--- config.mk ---
export PLATFORM = sky130hd
export DESIGN_NAME = act_buffer
export DESIGN_NICKNAME = d
export VERILOG_FILES = /design/src/logic/act_buffer.sv
export VERILOG_INCLUDE_DIRS = /design/src /design/src/logic
export SDC_FILE = /design/constraint.sdc
export NUM_CORES = 2
export LEC_CHECK = 0
export BUFFER_PORTS_ARGS = -buffer_cell sky130_fd_sc_hd__buf_4
export CAP_MARGIN = 20
export CORE_UTILIZATION = 30
export DETAILED_ROUTE_END_ITERATION = 6
export GPL_ROUTABILITY_DRIVEN = 0
export PLACE_DENSITY = 0.45
export SLEW_MARGIN = 20
export SYNTH_ARGS = -nofsm -noshare
export SYNTH_HDL_FRONTEND = slang
export SYNTH_SLANG_ARGS = --single-unit
export TNS_END_PERCENT = 30
--- constraint.sdc ---
create_clock -name clk -period 2.9 [get_ports clk]
set_input_delay 0.29 -clock clk [delete_from_list [all_inputs] [get_ports clk]]
set_output_delay 0.29 -clock clk [all_outputs]
set_load 0.005 [all_outputs]
--- src/logic/qracc_cfg.svh ---
//////////////////////////////////////////////////////////////////////
// Sizes of the core; ifmap plus ofmap must fit in the buffer
//////////////////////////////////////////////////////////////////////
`ifndef QRACC_CFG_SVH
`define QRACC_CFG_SVH

// Host bus
`define QRACC_BUS_W 32

// Activation buffer in bytes
`define QRACC_BUF_DEPTH 256
`define QRACC_ADDR_W $clog2(`QRACC_BUF_DEPTH)

// Layer geometry, side lengths up to 15
`define QRACC_DIM_W 4
`define QRACC_MAX_FSIZE 3
`define QRACC_FS_W $clog2(`QRACC_MAX_FSIZE + 1)

// Weight store, four taps per word
`define QRACC_W_WORDS 3
`define QRACC_TAP_W $clog2(`QRACC_W_WORDS * 4)

`endif

--- src/logic/act_buffer.sv ---
//////////////////////////////////////////////////////////////////////
// Byte activation memory; ports are never driven at the same address
//////////////////////////////////////////////////////////////////////
`timescale 1ns/1ps
`include "qracc_cfg.svh"

module act_buffer (
    input  logic                     clk,
    input  logic                     nrst,
    input  logic                     ext_wr_en_i,
    input  logic [`QRACC_ADDR_W-3:0] ext_wr_addr_i,
    input  logic [`QRACC_BUS_W-1:0]  wr_data_i,
    input  logic [`QRACC_ADDR_W-1:0] int_rd_addr_i,
    input  logic                     res_valid_i,
    input  logic [`QRACC_ADDR_W-1:0] out_wr_addr_i,
    input  logic [7:0]               res_data_i,
    input  logic                     ext_rd_en_i,
    input  logic [`QRACC_ADDR_W-1:0] ext_rd_addr_i,
    output logic [7:0]               int_rd_data_o,
    output logic [`QRACC_BUS_W-1:0]  rd_data_o,
    output logic                     rd_valid_o
);

    localparam int BW = `QRACC_BUS_W;

    logic [7:0] mem [`QRACC_BUF_DEPTH];
    logic [7:0] rd_byte_q;

    always_ff @(posedge clk) begin : mem_ports
        // Packed host word, pixel address is word pointer times 4
        if (ext_wr_en_i) begin
            for (int i = 0; i < BW / 8; i++) begin
                mem[{ext_wr_addr_i, 2'(i)}] <= wr_data_i[8*i +: 8];
            end
        end
        // Requantized result from the MAC
        if (res_valid_i) mem[out_wr_addr_i] <= res_data_i;
        // Tap fetch, one cycle latency
        int_rd_data_o <= mem[int_rd_addr_i];
        if (ext_rd_en_i) rd_byte_q <= mem[ext_rd_addr_i];
    end

    always_ff @(posedge clk or negedge nrst) begin : rd_valid_reg
        if (!nrst) begin
            rd_valid_o <= 1'b0;
        end else begin
            rd_valid_o <= ext_rd_en_i;
        end
    end

    // Zero-extended output byte
    assign rd_data_o = BW'(rd_byte_q);

endmodule

==> results.toml <==
[clocking]
root_buffer = "clkbuf_16"
insertion_delay_ns = 1.02
clock_sinks = 2065
cts_setup_buffers = 0
htreeDepth = 4
cts_tree = "built"
cts.clk_slew.worst_paths_ns = 0.07
cts_max_path_buffers = 4
cts_buffers = 245

[global_route]
track_usage = 0.2939
grt_pass1_wl_um = 830800
grt_max_degree = 75
antenna_found_initial = 108
grt_pass1_vias = 89720
grt_overflow_total = 0

[yosys]
synthAdderAreaFrac = 0
synthCells = 8159
ys_ff_latch = 2065
synth-compound-area-share = 0.05598
synth_top_family_by_area = "multiplexers"
muxShareOfSynthArea = 0.3725
ys.flop_type = "edfxtp_1"
syn_area_per_cell_um2 = 15.09
yosysUniqueCellTypes = 73
synth_area_leaders = "edfxtp_1, mux2_2, mux4_2, mux2i_1, clkbuf_1"
syn_area_um2 = 123100
async_flop_share = 0.0004843
synth_xor_xnor_area_share = 0
synthSimpleGateAreaFrac = 0.02991
yosysTopAreaCell = "edfxtp_1"
ys_seq_area_frac = 0.5028
synth_top_area_frac = 0.5013
synth_edf_count = 2056
synth_warnings = 0

[detailed_routing]
viasPerCell = 6.187
dr.first_iter.drc_count = 15070
ant_nets = 0
drc_errors = 0
drtPass1Iterations = 6
routed_wl_um = 624900
wl_per_cell_um = 42.07
vias = 91900

[sta]
worst_pin_slew_ns = 1.047
drv_slew = 0
finalCriticalPeriod_ns = 2.894
finClkSkew_ns = 0.08433
worst_slack_ns = 0.006343
whs_ns = 0.03199
fmax_mhz = 345.6
maxSlewHeadroom = 0.3020
hold_violations = 0
rsz0062_at_grt = "false"
timing.final.crit_share = 0.9978
setup_violations = 0

[placed_design]
place_inst = 14350
io_buffers = 91
placed_cell_area_um2 = 141600
dpl.hpwl_um = 429700
place_ws_ns = -1.084

[hold_path]
min_from = "res_data_i[5]"
min_path_type = "in -> reg"

[layout]
final_common_cell = "mux2_2"
nNetsFinal = 9257
fillers = 38610
mostFrequentLayoutCells = "mux2_2, edfxtp_1, buf_4, mux4_2, mux2i_1"
layout-drive-gt1-share = 0.5382
syn2layout_area_growth_pct = 21.79
finalNonFillerCells = 14850
final_cell_area_um2 = 150000

[floorplanning]
rows = 234
die_y_um = 642.7
initial_utilization = 0.3022
core_area_um2 = 407600
die_w_um = 642.7
num_io_pins = 116
dieArea_um2 = 413100

[outcome]
status = "completed"

[power]
p_leak_uw = 0.05053
fin_total_pwr_uw = 77050
peakVddDrop_uv = 523.7
cellPowerDensity_nw_per_um2 = 513.7

[critical_path]
worstSetupEndpointType = "register"
worstSetupStartpoint = "mem[8][1]"
reg2reg_to = "int_rd_data_o[1]"
required_ns = 3.82
reg2reg_setup_slack_ns = 0.006
r2r_start = "mem[8][1]"
crit_path_max_fanout = 2
crit_end = "int_rd_data_o[1]"
worst-setup-path-type = "reg -> reg"
crit_arrival_ns = 3.81
reg2reg_depth = 7
critPathLaunchType = "register"

[run]
maxCapViolCount = 0
[state kept, by name, indices dropped and copies added, names as in the netlist]
| signal | count |
|---|---|
| int_rd_data_o | 8 |
| mem | 2048 |
| rd_byte_q | 8 |
| rd_valid_o | 1 |
[worst min path at each step]
stage | slack [ns] | endpoint | cells after the start
2_1_floorplan | -0.006 | rd_valid_o | 0
3_3_place_gp | 0.06 | rd_valid_o | 1
3_5_place_dp | 0.07 | rd_valid_o | 1
4_1_cts | 0.01 | mem[157][0] | 2
5_1_grt | 0.03 | mem[157][5] | 2
6_report | 0.03 | mem[157][5] | 2
[repair_timing]
action / CTS / global route
gates cloned: 0 / 0
setup endpoints to repair: 3 / 5
resized for setup: 6 / 6
hold buffers: 11 / 1
endpoints found under the hold margin: 56 / 1
[where the power goes]
group / internal (µW) / switching, µW / leakage [µW] / total [µW]
Combinational: 4460 / 6860 / 0.0281 / 11300
Clock: 18400 / 13900 / 0.00388 / 32300
Sequential: 33100 / 291 / 0.0186 / 33400
[per-layer routing]
layer / routed length (µm) / GRT usage
met5: 153 / 0
met4: 36890 / 0.1500
met3: 63900 / 0.05436
met2: 283700 / 0.4617
met1: 240300 / 0.3876
[cell usage after synthesis (43+ instances only)]
| library cell | instances |
|---|---|
| mux2i_1 | 339 |
| clkbuf_1 | 663 |
| a21oi_1 | 175 |
| o22ai_1 | 81 |
| buf_2 | 94 |
| buf_1 | 50 |
| a22oi_1 | 274 |
| mux4_2 | 841 |
| buf_6 | 50 |
| nor4_1 | 43 |
| nand2_1 | 284 |
| buf_4 | 84 |
| o221ai_1 | 74 |
| nor2_1 | 273 |
| o21ai_0 | 244 |
| nor3_1 | 63 |
| edfxtp_1 | 2056 |
| mux2_2 | 2069 |
[final cells by class]
cell class | count | area (µm²) | share of cell area
clock buffers | 291 | 6387 | 0.04259
well taps | 5428 | 6792 | 0.04528
inverters | 5 | 18.77 | 0.0001251
diodes | 38 | 95.09 | 0.0006340
repair buffers | 1718 | 16230 | 0.1082
multi-input cells | 5147 | 56880 | 0.3792
clock inverters | 162 | 1654 | 0.01103
flip-flops and latches | 2065 | 61920 | 0.4129
[stage by stage]
stage / utilization / setup TNS [ns]
2_1_floorplan: - / 0
5_1_grt: 0.3678 / 0
6_report: 0.3680 / 0
3_3_place_gp: 0.3475 / -12.48
3_5_place_dp: 0.3476 / -10.32
4_1_cts: 0.3677 / 0
[worst max-delay path, cell delays in order (launching register included)]
cell and delay [ns]:
edfxtp_1 0.46, mux4_2 0.48, a22o_1 0.26, a221oi_1 0.67, nor3_1 0.17, nor4_4 0.51
buf_4 0.23, nor4b_2 0.04
[logic make-up (layout without fill, tap and decap cells)]
kind of cell    after synthesis  after routing
mux                        3258           3258
buf+inv                     970           2176
simple gates                820            820
other cells                   1             62
compound gates             1045           1045
flops                      2065           2065
Power figures use the tool's default switching activity.
