<file path="src/logic/qracc_cfg.svh">
//////////////////////////////////////////////////////////////////////
// Sizes of the core; ifmap plus ofmap must fit in the buffer
//////////////////////////////////////////////////////////////////////
`ifndef QRACC_CFG_SVH
`define QRACC_CFG_SVH

// Host bus
`define QRACC_BUS_W 32

// Activation buffer in bytes
`define QRACC_BUF_DEPTH 256
`define QRACC_ADDR_W $clog2(`QRACC_BUF_DEPTH)

// Layer geometry, side lengths up to 15
`define QRACC_DIM_W 4
`define QRACC_MAX_FSIZE 3
`define QRACC_FS_W $clog2(`QRACC_MAX_FSIZE + 1)

// Weight store, four taps per word
`define QRACC_W_WORDS 3
`define QRACC_TAP_W $clog2(`QRACC_W_WORDS * 4)

`endif

</file>
<file path="src/logic/window_counter.sv">
//////////////////////////////////////////////////////////////////////
// Walks windows at stride 1, one tap per cycle; no stalls
//////////////////////////////////////////////////////////////////////
`timescale 1ns/1ps
`include "qracc_cfg.svh"

module window_counter (
    input  logic                     clk,
    input  logic                     nrst,
    input  logic                     start_i,
    input  logic                     clear_i,
    input  logic [`QRACC_DIM_W-1:0]  dimx_i,
    input  logic [`QRACC_DIM_W-1:0]  dimy_i,
    input  logic [`QRACC_FS_W-1:0]   fsize_i,
    output logic [`QRACC_ADDR_W-1:0] int_rd_addr_o,
    output logic [`QRACC_TAP_W-1:0]  tap_o,
    output logic                     tap_valid_o,
    output logic                     last_tap_o,
    output logic [`QRACC_ADDR_W-1:0] out_wr_addr_o,
    output logic                     done_o
);

    localparam int AW = `QRACC_ADDR_W;
    localparam int DW = `QRACC_DIM_W;
    localparam int FW = `QRACC_FS_W;
    localparam int TW = `QRACC_TAP_W;

    logic          running_q;
    logic [DW-1:0] ox_q;
    logic [DW-1:0] oy_q;
    logic [FW-1:0] fx_q;
    logic [FW-1:0] fy_q;
    logic [TW-1:0] tap_q;
    logic [AW-1:0] out_idx_q;
    logic [1:0]    lst_q;
    logic [2:0]    fin_q;
    logic [DW-1:0] odimx;
    logic [DW-1:0] odimy;
    logic [FW-1:0] flast;
    logic          fx_end;
    logic          fy_end;
    logic          ox_end;
    logic          oy_end;
    logic          final_tap;

    assign flast  = fsize_i - FW'(1);
    assign odimx  = dimx_i - DW'(fsize_i) + DW'(1);
    assign odimy  = dimy_i - DW'(fsize_i) + DW'(1);
    assign fx_end = (fx_q == flast);
    assign fy_end = (fy_q == flast);
    assign ox_end = (ox_q == odimx - DW'(1));
    assign oy_end = (oy_q == odimy - DW'(1));

    assign tap_valid_o = running_q;
    assign tap_o       = tap_q;
    assign last_tap_o  = running_q && fx_end && fy_end;
    assign final_tap   = last_tap_o && ox_end && oy_end;
    assign done_o      = fin_q[2];

    // (oy+fy)*dimx + ox + fx
    assign int_rd_addr_o = AW'(oy_q + DW'(fy_q)) * AW'(dimx_i) + AW'(ox_q) + AW'(fx_q);
    assign out_wr_addr_o = AW'(dimx_i) * AW'(dimy_i) + out_idx_q;

    always_ff @(posedge clk or negedge nrst) begin : walk
        if (!nrst) begin
            running_q <= 1'b0;
            {ox_q, oy_q, fx_q, fy_q, tap_q} <= '0;
            out_idx_q <= '0;
            lst_q     <= '0;
            fin_q     <= '0;
        end else if (clear_i || start_i) begin
            running_q <= start_i && !clear_i;
            {ox_q, oy_q, fx_q, fy_q, tap_q} <= '0;
            out_idx_q <= '0;
            lst_q     <= '0;
            fin_q     <= '0;
        end else begin
            // Results land two cycles after their last tap
            lst_q <= {lst_q[0], last_tap_o};
            fin_q <= {fin_q[1:0], final_tap};
            if (lst_q[1]) out_idx_q <= out_idx_q + AW'(1);
            if (running_q) begin
                tap_q <= last_tap_o ? '0 : tap_q + TW'(1);
                fx_q  <= fx_end ? '0 : fx_q + FW'(1);
                if (fx_end) fy_q <= fy_end ? '0 : fy_q + FW'(1);
                if (fx_end && fy_end) begin
                    ox_q <= ox_end ? '0 : ox_q + DW'(1);
                    if (ox_end) oy_q <= oy_end ? '0 : oy_q + DW'(1);
                end
                if (final_tap) running_q <= 1'b0;
            end
        end
    end

endmodule

</file>
<file path="config.mk">
export PLATFORM = sky130hd
export DESIGN_NAME = window_counter
export DESIGN_NICKNAME = d
export VERILOG_FILES = /design/src/logic/window_counter.sv
export VERILOG_INCLUDE_DIRS = /design/src /design/src/logic
export SDC_FILE = /design/constraint.sdc
export NUM_CORES = 1
export LEC_CHECK = 0
export ABC_AREA = 0
export BUFFER_PORTS_ARGS = -buffer_cell sky130_fd_sc_hd__buf_4
export CORE_MARGIN = 1.5
export CORE_UTILIZATION = 30
export DETAILED_ROUTE_END_ITERATION = 8
export RECOVER_POWER = 50
export SLEW_MARGIN = 40
export SYNTH_ARGS = -nofsm -noshare
export SYNTH_HDL_FRONTEND = slang
export SYNTH_SLANG_ARGS = --single-unit
</file>
<file path="constraint.sdc">
create_clock -name clk -period 12.6 [get_ports clk]
set_input_delay 0.63 -clock clk [delete_from_list [all_inputs] [get_ports clk]]
set_output_delay 0.63 -clock clk [all_outputs]
set_load 0.02 [all_outputs]
</file>
==> impl_metrics.env <==
export IMPL_hp_class="flip-flop to flip-flop"
export IMPL_synth_edff_count=0
export IMPL_arrival_ns=4.51
export IMPL_antenna_left=0
export IMPL_hold_buffers=0
export IMPL_vias=2564
export IMPL_worst_hold_startpoint="lst_q[0]"
export IMPL_start_util=0.3127
export IMPL_synthCells=367
export IMPL_violations="max-capacitance violations, max-slew violations"
export IMPL_drv_cap=2
export IMPL_yosysTopAreaCell="dfrtp_1"
export IMPL_antenna_found_initial=0
export IMPL_cpMaxStageDelayCell="fa_1"
export IMPL_cp_start_kind="flip-flop"
export IMPL_core_um2=10460
export IMPL_vias_per_cell=4.775
export IMPL_die_width_um=107.4
export IMPL_port_buffers=36
export IMPL_path_clk_slew_ns=0.07
export IMPL_clk_latency_ns=0.28
export IMPL_r2r_slack_ns=10.21
export IMPL_cpMostUsedCell="fa_1"
export IMPL_period_share=0.4077
export IMPL_power_leakage_nw=1.895
export IMPL_row_count=37
export IMPL_h_tree_depth=2
export IMPL_max_stage_delay_ns=0.52
export IMPL_syn_num_nets=444
export IMPL_worstMarginPinSlew_ns=1.617
export IMPL_rsz0062_at_grt="no"
export IMPL_yosysWarnings=0
export IMPL_yosys_top_cells_area="dfrtp_1 (23%), ha_1 (16%), fa_1 (13%), xnor2_1 (7.5%), inv_1 (6.4%)"
export IMPL_diodes=0
export IMPL_cp_buffers_inverters=2
export IMPL_die_area_um2=11540
export IMPL_path_class="flip-flop to primary output"
export IMPL_critical_path_cell_chain="ha_1, fa_1, xor2_1, nand2_1, fa_1, fa_1, fa_1, inv_1, ha_1, o21ai_0, nand2b_1, a21o_1, a21oi_1, xnor2_1, buf_4"
export IMPL_setup_slack_ns=7.463
export IMPL_totalWireLength_um=6778
export IMPL_cp_end_kind="primary output"
export IMPL_drive_gt1_frac=0.1147
export IMPL_outcome="finished with violations"
export IMPL_ys_flop_type="dfrtp_1"
export IMPL_clockRootBuffer="clkbuf_8"
export IMPL_final_cell_mix="inv_1 (56), ha_1 (42), buf_4 (34), dfrtp_1 (30), xnor2_1 (28)"
export IMPL_syn_area_per_cell_um2=8.915
export IMPL_avgRoutedWirePerCell_um=12.62
export IMPL_path_max_fanout=6
export IMPL_drt_iter0_drc=152
export IMPL_clockBufferDepth=2
export IMPL_gr_total_overflow=0
export IMPL_grt_pass1_wl_um=12030
export IMPL_fp_dieH_um=107.4
export IMPL_rr_worst_depth=6
export IMPL_final_common_cell="inv_1"
export IMPL_required_ns=11.97
export IMPL_cts_setup_buffers=0
export IMPL_min_period_ns=5.137
export IMPL_tns_ns=0
export IMPL_hold_path_end="lst_q[1]"
export IMPL_grt_max_degree=31
export IMPL_cts_buffers=5
export IMPL_power_density_nw_per_um2=66.24
export IMPL_crit_family="adder cells"
export IMPL_hpwl_um=5451
export IMPL_drc=0
export IMPL_holdWs_ns=0.4491
export IMPL_area_delta_synth_final_pct=14.11
export IMPL_cts_tree="built"
export IMPL_gp_congestion=0.7872
export IMPL_grt_pass1_vias=2645
export IMPL_timing_rr_start="fx_q[0]"
export IMPL_pre_cts_ws_ns=7.765
export IMPL_synth_seq_area_share=0.2294
export IMPL_async_flop_share=1.000
export IMPL_nets=478
export IMPL_dr_pass1_iters=4
export IMPL_drv_slew=57
export IMPL_synth_seq_cells=30
export IMPL_yosysUniqueCellTypes=46
export IMPL_finClkSkew_ns=0.009210
export IMPL_grt_total_usage=0.1268
export IMPL_setup_viol=0
export IMPL_synth_top_area_share=0.2294
export IMPL_slew_headroom=-0.07807
export IMPL_peakVddDrop_v=0.00005067
export IMPL_clock_fmax_mhz=194.7
export IMPL_finalHoldViolCount=0
export IMPL_holdPathStages=1
export IMPL_rr_endpoint="oy_q[0]"
export IMPL_io_pins=37
export IMPL_synth_cell_area_um2=3272
export IMPL_cts_resized=0
export IMPL_clock_sinks=30
## flip-flops by register name, summed over array words and instances (netlist names)
register     flops
ox_q             4
tap_o            4
lst_q            2
out_idx_q        8
fin_q            3
fx_q             2
tap_valid_o      1
fy_q             2
oy_q             4
## metal layers
metal	up-vias	track usage	wire length [µm]
met1	1256	0.1816	3517
li1	1259	-	-
met5	-	0	0
met4	0	0.02914	76
met3	7	0.01877	195
met2	42	0.2011	2990
## power by group
part           internal [mW]  switching [mW]
clock network         0.0370          0.0354
logic                 0.0315          0.0442
registers             0.0973         0.00189
## area by class of cell
cell class	count	area, µm²
Clock inverter	2	10.01
Inverter	56	210.2
Tap cell	136	170.2
Fill cell	1119	6729
Clock buffer	5	68.82
Timing Repair Buffer	36	262.8
Multi-Input combinational cell	272	2261
Sequential cell	30	750.7
## worst max path at each step
stage	from	cells after the start	to	slack, ns
2_1_floorplan	oy_q[0]	14	int_rd_addr_o[6]	8.09
3_3_place_gp	oy_q[0]	15	int_rd_addr_o[6]	7.94
3_5_place_dp	oy_q[0]	15	int_rd_addr_o[6]	7.77
4_1_cts	oy_q[0]	15	int_rd_addr_o[6]	7.44
5_1_grt	oy_q[0]	15	int_rd_addr_o[6]	7.18
6_report	oy_q[0]	15	int_rd_addr_o[6]	7.46
## synthesized netlist by cell type, drive strengths merged, types with 2 or more instances
library cell,count
nor4,3
a31oi,2
a21oi,17
a32o,2
nand3b,2
xnor2,28
o221ai,2
nand2b,5
nor2,27
mux2i,3
nor3b,2
xor2,9
clkbuf,6
and3,2
o21ai,10
or2,2
ha,42
inv,56
nand2,26
and2,21
a21o,5
fa,21
nor2b,9
nand4,2
dfrtp,30
nor3,5
nand3,9
buf,3
o21bai,2
nand4b,2
o21a,2
## metrics by stage
stage | total power [mW] | utilization | instances | area [µm²]
final | 0.2473 | 0.3569 | 537 | 3734
after floorplan | 0.1524 | - | 367 | 3272
after global placement | 0.1772 | 0.3500 | 530 | 3662
after detailed placement | 0.1786 | 0.3500 | 530 | 3662
after global routing | 0.2643 | 0.3569 | 537 | 3734
after CTS | 0.2514 | 0.3576 | 537 | 3741
## kinds of logic after synthesis
logic type / after synthesis / synth area share
buf+inv: 65 / 0.07954
flops: 30 / 0.2294
xor+xnor: 38 / 0.1059
mux: 4 / 0.01262
simple gates: 121 / 0.1962
compound gates: 46 / 0.08719
fa+ha+maj: 63 / 0.2891
(Power assumes the default switching activity.)
