$ cat src/logic/qracc_cfg.svh
//////////////////////////////////////////////////////////////////////
// Sizes of the core; ifmap plus ofmap must fit in the buffer
//////////////////////////////////////////////////////////////////////
`ifndef QRACC_CFG_SVH
`define QRACC_CFG_SVH

// Host bus
`define QRACC_BUS_W 32

// Activation buffer in bytes
`define QRACC_BUF_DEPTH 256
`define QRACC_ADDR_W $clog2(`QRACC_BUF_DEPTH)

// Layer geometry, side lengths up to 15
`define QRACC_DIM_W 4
`define QRACC_MAX_FSIZE 3
`define QRACC_FS_W $clog2(`QRACC_MAX_FSIZE + 1)

// Weight store, four taps per word
`define QRACC_W_WORDS 3
`define QRACC_TAP_W $clog2(`QRACC_W_WORDS * 4)

`endif

$ cat src/logic/qracc_pkg.sv
//////////////////////////////////////////////////////////////////////
// Types of the convolution core; the bus word is one 32-bit word
//////////////////////////////////////////////////////////////////////
`include "qracc_cfg.svh"

package qracc_pkg;

    // Sequencer states
    typedef enum logic [2:0] {
        S_IDLE        = 3'd0,
        S_LOADACTS    = 3'd1,
        S_LOADWEIGHTS = 3'd2,
        S_LOADSCALER  = 3'd3,
        S_COMPUTE     = 3'd4,
        S_READACTS    = 3'd5
    } state_t;

    // Host commands, only looked at while idle
    typedef enum logic [2:0] {
        TRIGGER_IDLE            = 3'd0,
        TRIGGER_LOAD_ACTIVATION = 3'd1,
        TRIGGER_LOAD_WEIGHTS    = 3'd2,
        TRIGGER_COMPUTE         = 3'd3,
        TRIGGER_READ_ACTIVATION = 3'd4
    } trigger_t;

    typedef logic signed [7:0] weight_t;

    // Scaler word, shift in the low bits
    typedef struct packed {
        logic [`QRACC_BUS_W-6:0] rsvd;
        logic [4:0]              shift;
    } scaler_word_t;

    // One bus word, either four taps (tap 0 low) or the scaler
    typedef union packed {
        weight_t [3:0] taps;
        scaler_word_t  s;
    } bus_word_u;

endpackage

$ cat src/logic/mac_unit.sv
//////////////////////////////////////////////////////////////////////
// Single-lane MAC; unsigned pixels, signed weights, 20-bit sum
//////////////////////////////////////////////////////////////////////
`timescale 1ns/1ps
`include "qracc_cfg.svh"

module mac_unit import qracc_pkg::*; (
    input  logic                    clk,
    input  logic                    nrst,
    input  bus_word_u               wr_data_i,
    input  logic                    w_wr_en_i,
    input  logic [1:0]              w_idx_i,
    input  logic                    s_wr_en_i,
    input  logic [`QRACC_TAP_W-1:0] tap_i,
    input  logic                    tap_valid_i,
    input  logic                    last_tap_i,
    input  logic [7:0]              act_i,
    output logic                    res_valid_o,
    output logic [7:0]              res_data_o
);

    localparam int NT = `QRACC_W_WORDS * 4;

    weight_t                 w_q [NT];
    logic [4:0]              shift_q;
    logic [`QRACC_TAP_W-1:0] tap_d;
    logic                    valid_d;
    logic                    last_d;
    logic signed [16:0]      prod;
    logic signed [19:0]      acc_q;
    logic signed [19:0]      acc_sh;

    always_ff @(posedge clk) begin : coef_regs
        if (w_wr_en_i) begin
            for (int i = 0; i < 4; i++) begin
                w_q[{w_idx_i, 2'(i)}] <= wr_data_i.taps[i];
            end
        end
        if (s_wr_en_i) shift_q <= wr_data_i.s.shift;
    end

    // Tap info lines up with the buffer read data
    always_ff @(posedge clk or negedge nrst) begin : tap_pipe
        if (!nrst) begin
            tap_d       <= '0;
            valid_d     <= 1'b0;
            last_d      <= 1'b0;
            res_valid_o <= 1'b0;
        end else begin
            tap_d       <= tap_i;
            valid_d     <= tap_valid_i;
            last_d      <= tap_valid_i && last_tap_i;
            res_valid_o <= valid_d && last_d;
        end
    end

    assign prod = 17'($signed({1'b0, act_i})) * 17'(w_q[tap_d]);

    // Tap 0 restarts the sum
    always_ff @(posedge clk) begin : acc_reg
        if (valid_d) acc_q <= ((tap_d == '0) ? 20'sd0 : acc_q) + 20'(prod);
    end

    assign acc_sh = acc_q >>> shift_q;

    always_comb begin : requant
        if (acc_sh < 20'sd0) begin
            res_data_o = 8'd0;
        end else if (acc_sh > 20'sd255) begin
            res_data_o = 8'hff;
        end else begin
            res_data_o = acc_sh[7:0];
        end
    end

endmodule

$ cat config.mk
export PLATFORM = sky130hd
export DESIGN_NAME = mac_unit
export DESIGN_NICKNAME = d
export VERILOG_FILES = /design/src/logic/qracc_pkg.sv /design/src/logic/mac_unit.sv
export VERILOG_INCLUDE_DIRS = /design/src /design/src/logic
export SDC_FILE = /design/constraint.sdc
export NUM_CORES = 1
export LEC_CHECK = 0
export ABC_CLOCK_PERIOD_IN_PS = 15800
export BUFFER_PORTS_ARGS = -buffer_cell sky130_fd_sc_hd__clkbuf_2
export CORE_MARGIN = 2
export CORE_UTILIZATION = 57
export CTS_BUF_LIST = sky130_fd_sc_hd__clkbuf_4 sky130_fd_sc_hd__clkbuf_8
export CTS_CLUSTER_SIZE = 25
export DETAILED_ROUTE_END_ITERATION = 6
export PLACE_DENSITY = 0.81
export SKIP_LAST_GASP = 1
export SLEW_MARGIN = 20
export SYNTH_ARGS = -nofsm -noshare
export SYNTH_HDL_FRONTEND = slang
export SYNTH_SLANG_ARGS = --single-unit
$ cat constraint.sdc
create_clock -name clk -period 15.8 [get_ports clk]
set_clock_uncertainty 0.05 [all_clocks]
set_input_delay 0 -clock clk [delete_from_list [all_inputs] [get_ports clk]]
set_output_delay 0 -clock clk [all_outputs]
set_load 0.01 [all_outputs]
==> run summary <==
Synthesis handed over a netlist of 654 instances. The first TritonRoute pass finished after 6 iterations. The post-synth design cell area is 8550 um2.

Chip width: 126 um. The die is 126 um tall. The layout has 1,001 filler cells. The tools report the total congestion overflow as 0.

The multi-input combinational cells in the finished layout cover a total of 4380 um2. The clock-pin slew on the worst setup and hold paths is 0.08 ns, and the total leakage power is 4.04 nW. The storage element area was 3810 um2. Most used flip-flop cell after synthesis: sky130_fd_sc_hd__edfxtp_1. In the post-synthesis netlist, the biggest area contributors are sky130_fd_sc_hd__edfxtp_1, sky130_fd_sc_hd__fa_1, sky130_fd_sc_hd__ha_1, sky130_fd_sc_hd__mux4_2, sky130_fd_sc_hd__mux2i_1. The worst register-to-register path ends at acc_q[19]. Global routing used 25.2% of the available tracks across all layers.

Most area-hungry cell type in the Yosys netlist: sky130_fd_sc_hd__edfxtp_1. The number of library cell types mapped by synthesis was 57; the number of top-level design ports was 61. Of all nets on the critical path, the largest fanout is 31.

The clock period could shrink to 7.17 ns. The proportion of layout cells with a drive suffix above 1 works out to 18.3%. The worst setup path is captured at a flip-flop. Using the TritonRoute via totals, the vias-per-cell ratio works out to 5.95.

The clock net in this run drives a total of 128 sinks. The initial utilization of the core area, before any placement, comes to 58.6%. The congestion estimate from routability-driven global placement came to 0.931. The tools report the violation count after the first detailed-routing iteration as 446.

The H-tree depth reported by CTS is 4. In this run the critical register-to-register path is launched from tap_d[0]. After detailed routing, the number of remaining DRC violations is 0.

The first-pass GRT wire length came out at 30.7 mm. In this run the power density over the cells is 198 nW/um2. TritonCTS built the clock tree. The tools report the number of failing hold endpoints at the final stage as 0.

In this run, synthesis produced a sequential element count of 128. Once detailed placement completed, the half-perimeter wirelength came to 13.1 mm. The tools report the worst supply voltage drop on vdd as 0.160 mV.

The run gives 2 as the largest buffer count on any clock path. Headroom to the max-slew limit came out at 36.2%. The die covers 16,000 um2. The run gives 0 ns as the final-layout setup total negative slack.

The worst endpoint required time came out at 15.94 ns. Each instance of the synthesized netlist takes up on average 13.1 um2. The flow ran to the end, and the final reports show no timing, DRC or antenna violations.

For the highest achievable clock rate, the log shows 140 MHz. The pin slew with the least headroom to its limit was 0.957 ns; the number of vias after detailed routing was 5,656. The average routed wire per standard cell came out at 20.0 um. The post-synthesis sequential area ratio came out at 44.6%. For the final setup violation count, the log shows 0.

The tightest min-delay check is of the input port to flip-flop type. The tree is rooted in a sky130_fd_sc_hd__clkbuf_8. For the count of pins over their slew limit, the log shows 0.

Setup repair after global routing left no endpoint under its margin. Max-cap violations in this run came to 0. From synthesis to final layout, the design area changed by 14.4%. At the worst endpoint, the arrival time is 7.31 ns. For hold timing, the worst endpoint is acc_q[0]. The final layout contains 917 nets.

Startpoint kind of the worst setup timing path: a flip-flop. The clock reaches the later pin of the worst-skew pair after 0.46 ns. The number of antenna diodes in the final layout is 0.

The number of port buffers was 60. The worst hold path begins at act_i[0]. The portion of synthesized cell area occupied by the leading cell type is 42.5%, and the number of enable-type register cells in the synthesized netlist is 121. In this run the core area contains 44 standard-cell rows.

The tools report the number of global-route vias before repair as 5,887. For the net count after synthesis, the log shows 818. Along the worst hold path, the cell count comes to 3.

The Yosys step of the flow raised 0 warnings. The share of async-settable or async-resettable flops after synthesis was 5.47%; the remaining antenna violation count was 0. The overall power is 0.00193 W. The critical path is of the flip-flop to flip-flop type. The tools report the standard cell core area as 14,600 um2. After detailed routing, the total wire length is 19.0 mm. Entering global routing, the biggest net connects 37 pins.

In the finished design, the share of the clock period the worst path needs comes to 45.4%. The tools report the initial antenna violation count as 0. The number of clock buffers inserted by TritonCTS was 17. The internal reg-to-reg setup slack is 8.63 ns. Worst reg-to-reg path cell count: 17.
final cells by class:
| cell class | count | share of cell area (%) |
|---|---|---|
| multi-input cells | 441 | 44.8 |
| clock buffers | 17 | 2.39 |
| clock inverters | 15 | 1.52 |
| repair buffers | 106 | 7.65 |
| flip-flops and latches | 128 | 39.0 |
| well taps | 184 | 2.35 |
| inverters | 59 | 2.29 |
Yosys cell counts (all sizes together) (18+ instances only):
library cell and instances:
mux4 26, fa 52, a21oi 33, nand2 40, nor2b 38, mux2i 33, edfxtp 121, and2 18
nor2 28, ha 60, inv 59
flip-flops by register name (all words and copies together) (netlist names):
name	cells
last_d	1
res_valid_o	1
valid_d	1
tap_d	4
shift_q	5
acc_q	20
w_q	96
cell families after synthesis:
kind of cell               share of synthesized area (%)
and+or+nand+nor                                     9.81
AOI/OAI and AO/OA                                   7.16
adders and majority gates                           21.0
DFF                                                 44.6
muxes                                               11.2
buffers and inverters                               4.23
xor gates and xnor gates                            2.03
metrics by stage:
stage               cell area (um2)  util, %  instances  setup slack (ns)  hold slack, ns
floorplan                      8550        -        654              9.70          -0.346
global placement               8980     61.6        877              8.88          -0.212
detailed placement             8980     61.6        877              8.68          -0.203
CTS                            9780     67.0        950              8.60          0.0515
global route                   9780     67.0        950              8.15          0.0911
finish                         9780     67.0        950              8.63          0.0766
repair_timing:
item,CTS,global route
hold buffers,41,0
hold endpoints to repair,119,0
resized for setup,0,0
setup buffers,0,0
critical path, cell delays in order, from the launching register on:
cell and delay [ns]:
sky130_fd_sc_hd__dfrtp_2 1.00, sky130_fd_sc_hd__mux4_2 0.62, sky130_fd_sc_hd__a221oi_2 0.65, sky130_fd_sc_hd__nor2b_1 0.15
sky130_fd_sc_hd__fa_1 0.53, sky130_fd_sc_hd__inv_1 0.05, sky130_fd_sc_hd__fa_1 0.53, sky130_fd_sc_hd__inv_1 0.06
sky130_fd_sc_hd__fa_1 0.51, sky130_fd_sc_hd__fa_1 0.52, sky130_fd_sc_hd__fa_1 0.49, sky130_fd_sc_hd__ha_1 0.36
sky130_fd_sc_hd__a21oi_1 0.15, sky130_fd_sc_hd__nor2_1 0.07, sky130_fd_sc_hd__nor4b_1 0.46, sky130_fd_sc_hd__o211ai_1 0.21
sky130_fd_sc_hd__o41ai_1 0.35, sky130_fd_sc_hd__xnor2_1 0.12
report_power, final:
| group | leakage [nW] | switching [W] | internal [W] |
|---|---|---|---|
| combinational | 2.64 | 0.000611 | 0.000506 |
| sequential | 1.21 | 0.0000662 | 0.000474 |
| clock | 0.191 | 0.000147 | 0.000129 |
| total | 4.04 | 0.000824 | 0.00111 |
per-layer routing:
layer,global-route usage (%),wire [um],vias to the layer above
met2,42.8,9910,195
met5,0,0,-
li1,-,-,2566
met1,33.2,7690,2862
met3,4.68,963,33
met4,7.95,429,0
worst max path at each step:
stage	startpoint	endpoint	slack, ns	cells past startpoint
after global routing	tap_d[0]	acc_q[19]	8.15	17
after global placement	tap_d[0]	acc_q[19]	8.88	17
after floorplan	tap_d[1]	acc_q[19]	9.70	19
after detailed placement	tap_d[0]	acc_q[19]	8.68	17
final	tap_d[0]	acc_q[19]	8.63	17
after CTS	tap_d[0]	acc_q[19]	8.60	17
cell usage in the layout, fill, tap and decap left out, drive strengths merged, types with 5 or more instances in the layout:
cell / synthesis / layout
edfxtp: 121 / 121
a221oi: 10 / 10
nand2b: 11 / 11
inv: 59 / 67
xor2: 5 / 5
ha: 60 / 60
nor3: 7 / 7
o21ai: 12 / 12
fa: 52 / 52
buf: 14 / 5
a21oi: 33 / 33
clkbuf: 12 / 77
xnor2: 14 / 14
dfrtp: 7 / 7
nand3: 5 / 5
and2: 18 / 18
nor2: 28 / 28
mux2i: 33 / 33
nor2b: 38 / 38
o211ai: 5 / 5
mux4: 26 / 26
dlygate4sd3: 0 / 41
nand2: 40 / 40
Note: power is estimated with default switching activity, not from simulation.
