==> config.mk <==
export PLATFORM = sky130hd
export DESIGN_NAME = qracc_sequencer
export DESIGN_NICKNAME = d
export VERILOG_FILES = /design/src/logic/qracc_pkg.sv /design/src/logic/qracc_sequencer.sv
export VERILOG_INCLUDE_DIRS = /design/src /design/src/logic
export SDC_FILE = /design/constraint.sdc
export NUM_CORES = 1
export LEC_CHECK = 0
export BUFFER_PORTS_ARGS = -buffer_cell sky130_fd_sc_hd__clkbuf_2
export CAP_MARGIN = 20
export CORE_ASPECT_RATIO = 0.5
export CORE_MARGIN = 2
export CORE_UTILIZATION = 40
export CTS_CLUSTER_DIAMETER = 50
export DETAILED_ROUTE_END_ITERATION = 10
export SYNTH_ARGS = -nofsm -noshare
export SYNTH_HDL_FRONTEND = slang
export SYNTH_SLANG_ARGS = --single-unit
==> constraint.sdc <==
create_clock -name clk -period 13.44 [get_ports clk]
set_input_delay 2.688 -clock clk [delete_from_list [all_inputs] [get_ports clk]]
set_output_delay 2.688 -clock clk [all_outputs]
set_load 0.05 [all_outputs]
==> src/logic/qracc_cfg.svh <==
//////////////////////////////////////////////////////////////////////
// Sizes of the core; ifmap plus ofmap must fit in the buffer
//////////////////////////////////////////////////////////////////////
`ifndef QRACC_CFG_SVH
`define QRACC_CFG_SVH

// Host bus
`define QRACC_BUS_W 32

// Activation buffer in bytes
`define QRACC_BUF_DEPTH 256
`define QRACC_ADDR_W $clog2(`QRACC_BUF_DEPTH)

// Layer geometry, side lengths up to 15
`define QRACC_DIM_W 4
`define QRACC_MAX_FSIZE 3
`define QRACC_FS_W $clog2(`QRACC_MAX_FSIZE + 1)

// Weight store, four taps per word
`define QRACC_W_WORDS 3
`define QRACC_TAP_W $clog2(`QRACC_W_WORDS * 4)

`endif

==> src/logic/qracc_pkg.sv <==
//////////////////////////////////////////////////////////////////////
// Types of the convolution core; the bus word is one 32-bit word
//////////////////////////////////////////////////////////////////////
`include "qracc_cfg.svh"

package qracc_pkg;

    // Sequencer states
    typedef enum logic [2:0] {
        S_IDLE        = 3'd0,
        S_LOADACTS    = 3'd1,
        S_LOADWEIGHTS = 3'd2,
        S_LOADSCALER  = 3'd3,
        S_COMPUTE     = 3'd4,
        S_READACTS    = 3'd5
    } state_t;

    // Host commands, only looked at while idle
    typedef enum logic [2:0] {
        TRIGGER_IDLE            = 3'd0,
        TRIGGER_LOAD_ACTIVATION = 3'd1,
        TRIGGER_LOAD_WEIGHTS    = 3'd2,
        TRIGGER_COMPUTE         = 3'd3,
        TRIGGER_READ_ACTIVATION = 3'd4
    } trigger_t;

    typedef logic signed [7:0] weight_t;

    // Scaler word, shift in the low bits
    typedef struct packed {
        logic [`QRACC_BUS_W-6:0] rsvd;
        logic [4:0]              shift;
    } scaler_word_t;

    // One bus word, either four taps (tap 0 low) or the scaler
    typedef union packed {
        weight_t [3:0] taps;
        scaler_word_t  s;
    } bus_word_u;

endpackage

==> src/logic/qracc_sequencer.sv <==
//////////////////////////////////////////////////////////////////////
// Mode sequencer; layer sizes must not change while busy
//////////////////////////////////////////////////////////////////////
`timescale 1ns/1ps
`include "qracc_cfg.svh"

module qracc_sequencer import qracc_pkg::*; (
    input  logic                     clk,
    input  logic                     nrst,
    input  trigger_t                 trigger_i,
    input  logic                     clear_i,
    input  logic [`QRACC_DIM_W-1:0]  dimx_i,
    input  logic [`QRACC_DIM_W-1:0]  dimy_i,
    input  logic [`QRACC_FS_W-1:0]   fsize_i,
    input  logic                     wr_valid_i,
    input  logic                     done_i,
    output logic                     ready_o,
    output logic                     busy_o,
    output state_t                   state_o,
    output logic                     ext_wr_en_o,
    output logic [`QRACC_ADDR_W-3:0] ext_wr_addr_o,
    output logic                     ext_rd_en_o,
    output logic [`QRACC_ADDR_W-1:0] ext_rd_addr_o,
    output logic                     w_wr_en_o,
    output logic [1:0]               w_idx_o,
    output logic                     s_wr_en_o,
    output logic                     start_o
);

    localparam int AW = `QRACC_ADDR_W;
    localparam int WW = AW - 2;
    localparam int DW = `QRACC_DIM_W;

    state_t          state_q;
    state_t          state_d;
    logic [WW-1:0]   wr_ptr;
    logic [AW-1:0]   rd_ptr;
    logic            start_q;
    logic            wr_fire;
    logic [AW-1:0]   ifmap_size;
    logic [AW-1:0]   ofmap_size;
    logic [DW-1:0]   odimx;
    logic [DW-1:0]   odimy;
    logic [WW-1:0]   last_word;

    // Layer geometry
    assign ifmap_size = AW'(dimx_i) * AW'(dimy_i);
    assign odimx      = dimx_i - DW'(fsize_i) + DW'(1);
    assign odimy      = dimy_i - DW'(fsize_i) + DW'(1);
    assign ofmap_size = AW'(odimx) * AW'(odimy);
    // Four pixels per word, partial last word
    assign last_word  = WW'((ifmap_size + AW'(3)) >> 2) - WW'(1);

    assign wr_fire       = wr_valid_i && ready_o;
    assign busy_o        = (state_q != S_IDLE);
    assign state_o       = state_q;
    assign start_o       = start_q;
    assign ext_wr_addr_o = wr_ptr;
    assign w_idx_o       = wr_ptr[1:0];
    // Ofmap sits right behind the ifmap
    assign ext_rd_addr_o = ifmap_size + rd_ptr;

    //////////////////////////////////////////////////////////////////////
    // State register and pointers
    //////////////////////////////////////////////////////////////////////
    always_ff @(posedge clk or negedge nrst) begin : state_regs
        if (!nrst) begin
            state_q <= S_IDLE;
            wr_ptr  <= '0;
            rd_ptr  <= '0;
            start_q <= 1'b0;
        end else begin
            state_q <= state_d;
            start_q <= (state_q == S_IDLE) && (state_d == S_COMPUTE);
            // Word pointer lives only inside one load state
            if (state_q == S_IDLE || state_d != state_q) begin
                wr_ptr <= '0;
            end else if (wr_fire) begin
                wr_ptr <= wr_ptr + WW'(1);
            end
            if (state_q == S_READACTS && state_d == S_READACTS) begin
                rd_ptr <= rd_ptr + AW'(1);
            end else begin
                rd_ptr <= '0;
            end
        end
    end

    //////////////////////////////////////////////////////////////////////
    // Strobe decode
    //////////////////////////////////////////////////////////////////////
    always_comb begin : out_decode
        ready_o     = 1'b0;
        ext_wr_en_o = 1'b0;
        ext_rd_en_o = 1'b0;
        w_wr_en_o   = 1'b0;
        s_wr_en_o   = 1'b0;
        case (state_q)
            S_IDLE: begin
                ready_o = 1'b1;
            end
            S_LOADACTS: begin
                ready_o     = 1'b1;
                ext_wr_en_o = wr_valid_i;
            end
            S_LOADWEIGHTS: begin
                ready_o   = 1'b1;
                w_wr_en_o = wr_valid_i;
            end
            S_LOADSCALER: begin
                ready_o   = 1'b1;
                s_wr_en_o = wr_valid_i;
            end
            S_READACTS: begin
                ext_rd_en_o = 1'b1;
            end
            default: begin
                ready_o = 1'b0;
            end
        endcase
    end

    always_comb begin : next_decode
        state_d = state_q;
        case (state_q)
            S_IDLE: begin
                case (trigger_i)
                    TRIGGER_LOAD_ACTIVATION: state_d = S_LOADACTS;
                    TRIGGER_LOAD_WEIGHTS:    state_d = S_LOADWEIGHTS;
                    TRIGGER_COMPUTE:         state_d = S_COMPUTE;
                    TRIGGER_READ_ACTIVATION: state_d = S_READACTS;
                    default:                 state_d = S_IDLE;
                endcase
            end
            S_LOADACTS: begin
                if (wr_fire && wr_ptr == last_word) state_d = S_IDLE;
            end
            S_LOADWEIGHTS: begin
                if (wr_fire && wr_ptr == WW'(`QRACC_W_WORDS - 1)) state_d = S_LOADSCALER;
            end
            S_LOADSCALER: begin
                if (wr_fire) state_d = S_IDLE;
            end
            S_COMPUTE: begin
                if (done_i) state_d = S_IDLE;
            end
            S_READACTS: begin
                if (rd_ptr == ofmap_size - AW'(1)) state_d = S_IDLE;
            end
            default: begin
                state_d = S_IDLE;
            end
        endcase
        // Clear wins over everything
        if (clear_i) state_d = S_IDLE;
    end

endmodule

==> results.cfg <==
[logic_synthesis]
post_synth_edffs = 0
post_synth_instance_area_sq_um = 2830
area_share_of_the_largest_cell_type_after_synthesis_pct = 19.9
synth_seq_area_share_pct = 15.9
async_flop_share_pct = 100
postSynthNetCount = 402
syn-mean-instance-area_sq_um = 8.66
synth.area.top_cells = ha_1 (20%), dfrtp_1 (16%), xnor2_1 (9.9%), fa_1 (8.5%), xor2_1 (5.0%)
synth-main-ff-cell = dfrtp_1
netlist_instances = 327
synth.largest_area_cell = ha_1
yosys.cell_types.count = 48
count_of_synthesis_stage_warnings_from_yosys = 0
postSynthRegisterBits = 18

[timing]
finalSetupTns_ns = 0
rsz0062_at_grt = no
slew_headroom_pct = 50.6
final.hold.worst_slack_ns = 0.612
setup_violations = 0
fin_skew_ns = 0.00174
max_freq_ghz = 0.111
final.period_utilization_pct = 66.8
final_hold_viol_count = 0
max_slew.worst_pin.slew_ns = 0.740
clock_period_minus_worst_slack_ns = 8.97
maxSlewViolCount = 0

[drt]
remaining_drc_errors = 0
detail-route-antenna-nets = 0
routedWlPerCell_um = 13.2
postRouteWirelength_mm = 6.04
vias_per_cell = 5.03
route.vias.total = 2294
first_iter_violations = 148
drt_pass1_iterations = 4

[clock_tree]
root_buffer_cell = clkbuf_16
cts_post_setup_buffers_inserted = 0
h_tree_levels = 1
clk_pin_slew_ns = 0.05
cts_max_path_buffers = 2
cts_hold_buffers = 0
cts_sinks = 18
tritoncts = done
total_cts_buffers = 3
cts_resized = 0
clock_latency_ns = 0.25

[setup_path]
required_ns = 10.75
cp_cell_sequence = clkbuf_2, nand2_1, fa_1, inv_1, fa_1, inv_1, fa_1, xor2_1, inv_1, ha_1, a21oi_1, o21bai_1, a21oi_1, xnor2_1, clkbuf_2
worst_path_max_delay_cell = fa_1
setup.worst_path.start_class = primary input
critPathBufInv = 5
criticalPathCategory = in -> out
worstPathMaxFanout = 7
slowest_delay_ns = 0.57
path_delay_family = adder cells
crit_path_end_kind = output pin
arrival_ns = 6.28

[floorplanning]
die_height_um = 63.5
start_util_pct = 41.9
die_area_sq_um = 7810
floorplan.io_pins = 44
die-width_um = 123
number_of_placement_rows = 21
core_region_sq_um = 6750

[global_route]
grt_start_max_net_pins = 20
number_of_antenna_violations_at_the_first_check_in_global_routing = 0
grt_first_pass_wirelength_mm = 10.9
grt.overflow.total = 0
global_route_usage_over_all_layers_pct = 17.3
grt_pass1_vias = 2317

[pwr]
irDropWorstVdd_uv = 69.3
p_leak_nw = 1.63
powerDensity_nw_per_um2 = 130

[placed_design]
hpwl_mm = 5.05
numPortBuffers = 43
routabilityCongestion = 0.811

[status]
run_status = finished clean

[cells_and_area]
syn_to_final_growth_pct = 12.4
layout-drive-gt1-share_pct = 15.9
mostFrequentLayoutCell = ha_1
insertedDiodeCount = 0
final_net_count = 441
most_frequent_cells_in_the_layout = ha_1 (45), clkbuf_2 (43), inv_1 (35)

[worst_hold_path]
min-delay-path-class = reg -> reg

[job]
max_cap_viol = 0
==> stage by stage <==
step	power [W]	setup slack, ns	utilization, %	cell area [sq um]	cells
floorplan	0.000298	4.57	-	2830	327
finish	0.000412	4.47	47.1	3180	456
global placement	0.000345	4.53	46.0	3110	453
global route	0.000452	4.14	47.1	3180	456
CTS	0.000415	4.44	47.1	3180	456
detailed placement	0.000353	4.46	46.0	3110	453
==> power breakdown <==
group / switching, W / leakage, nW / internal [W]
logic: 0.000174 / 1.34 / 0.000116
registers: 0.00000631 / 0.249 / 0.0000565
clock network: 0.0000198 / 0.0370 / 0.0000391
==> sequential cells by signal, summed over array words and instances, names as in the netlist <==
register       count
start_o            1
ext_wr_addr_o      6
state_o            3
rd_ptr             8
==> worst paths after layout <==
check | startpoint | endpoint | slack, ns | cells after the start
max | dimx_i[0] | ext_rd_addr_o[7] | 4.47 | 15
min | rd_ptr[0] | rd_ptr[0] | 0.61 | 1
max reg2reg | state_o[2] | start_o | 10.95 | 7
min reg2reg | rd_ptr[0] | rd_ptr[0] | 0.61 | 1
max in group asynchronous | nrst | rd_ptr[3] | 10.73 | 1
min in group asynchronous | nrst | ext_wr_addr_o[2] | 2.38 | 1
==> layout make-up <==
type	instances	area, sq um
Inverter	35	131
Clock buffer	3	75.1
Fill cell	662	3570
Sequential cell	18	450
Multi-Input combinational cell	265	2190
Tap cell	92	115
Timing Repair Buffer	43	215
==> worst register-to-register path, cell delays in order (launching register included) <==
cell	delay, ns
dfrtp_1	0.50
nor2b_1	0.64
a41oi_1	0.25
a21oi_1	0.18
a21oi_1	0.08
o31ai_1	0.36
a31oi_4	0.13
and4b_1	0.24
==> cell families (layout without fill, tap and decap cells) <==
logic type,count (synthesis),in the layout,synth area share [%]
adder cells (fa/ha/maj),57,57,28.4
AND/OR/NAND/NOR,111,111,20.2
XOR/XNOR,51,51,16.8
multiplexers,4,4,1.41
buffers and inverters,44,81,6.54
flip-flops,18,18,15.9
AO/OA/AOI/OAI,42,42,10.8
==> metal layers <==
metal	track usage, %	vias up	wire, um
met1	24.8	1062	3010
li1	-	1182	-
met5	0	-	0
met4	3.88	0	64
met2	27.7	42	2730
met3	1.90	8	233
==> cell usage after synthesis, drive strengths merged, types with 2 or more instances <==
library cell and count:
fa 12, o21bai 4, nand3 21, ha 45, xor2 17, a31oi 2, a21o 4, nor2 27
nor2b 6, mux2i 4, o21ai 7, nand4 2, and4b 2, a21oi 17, and3 4, xnor2 33
nor3 3, inv 35, nand2 20, and2 14, dfrtp 18, buf 5, clkbuf 4, nand2b 6
Note: power is estimated with default switching activity, not from simulation.
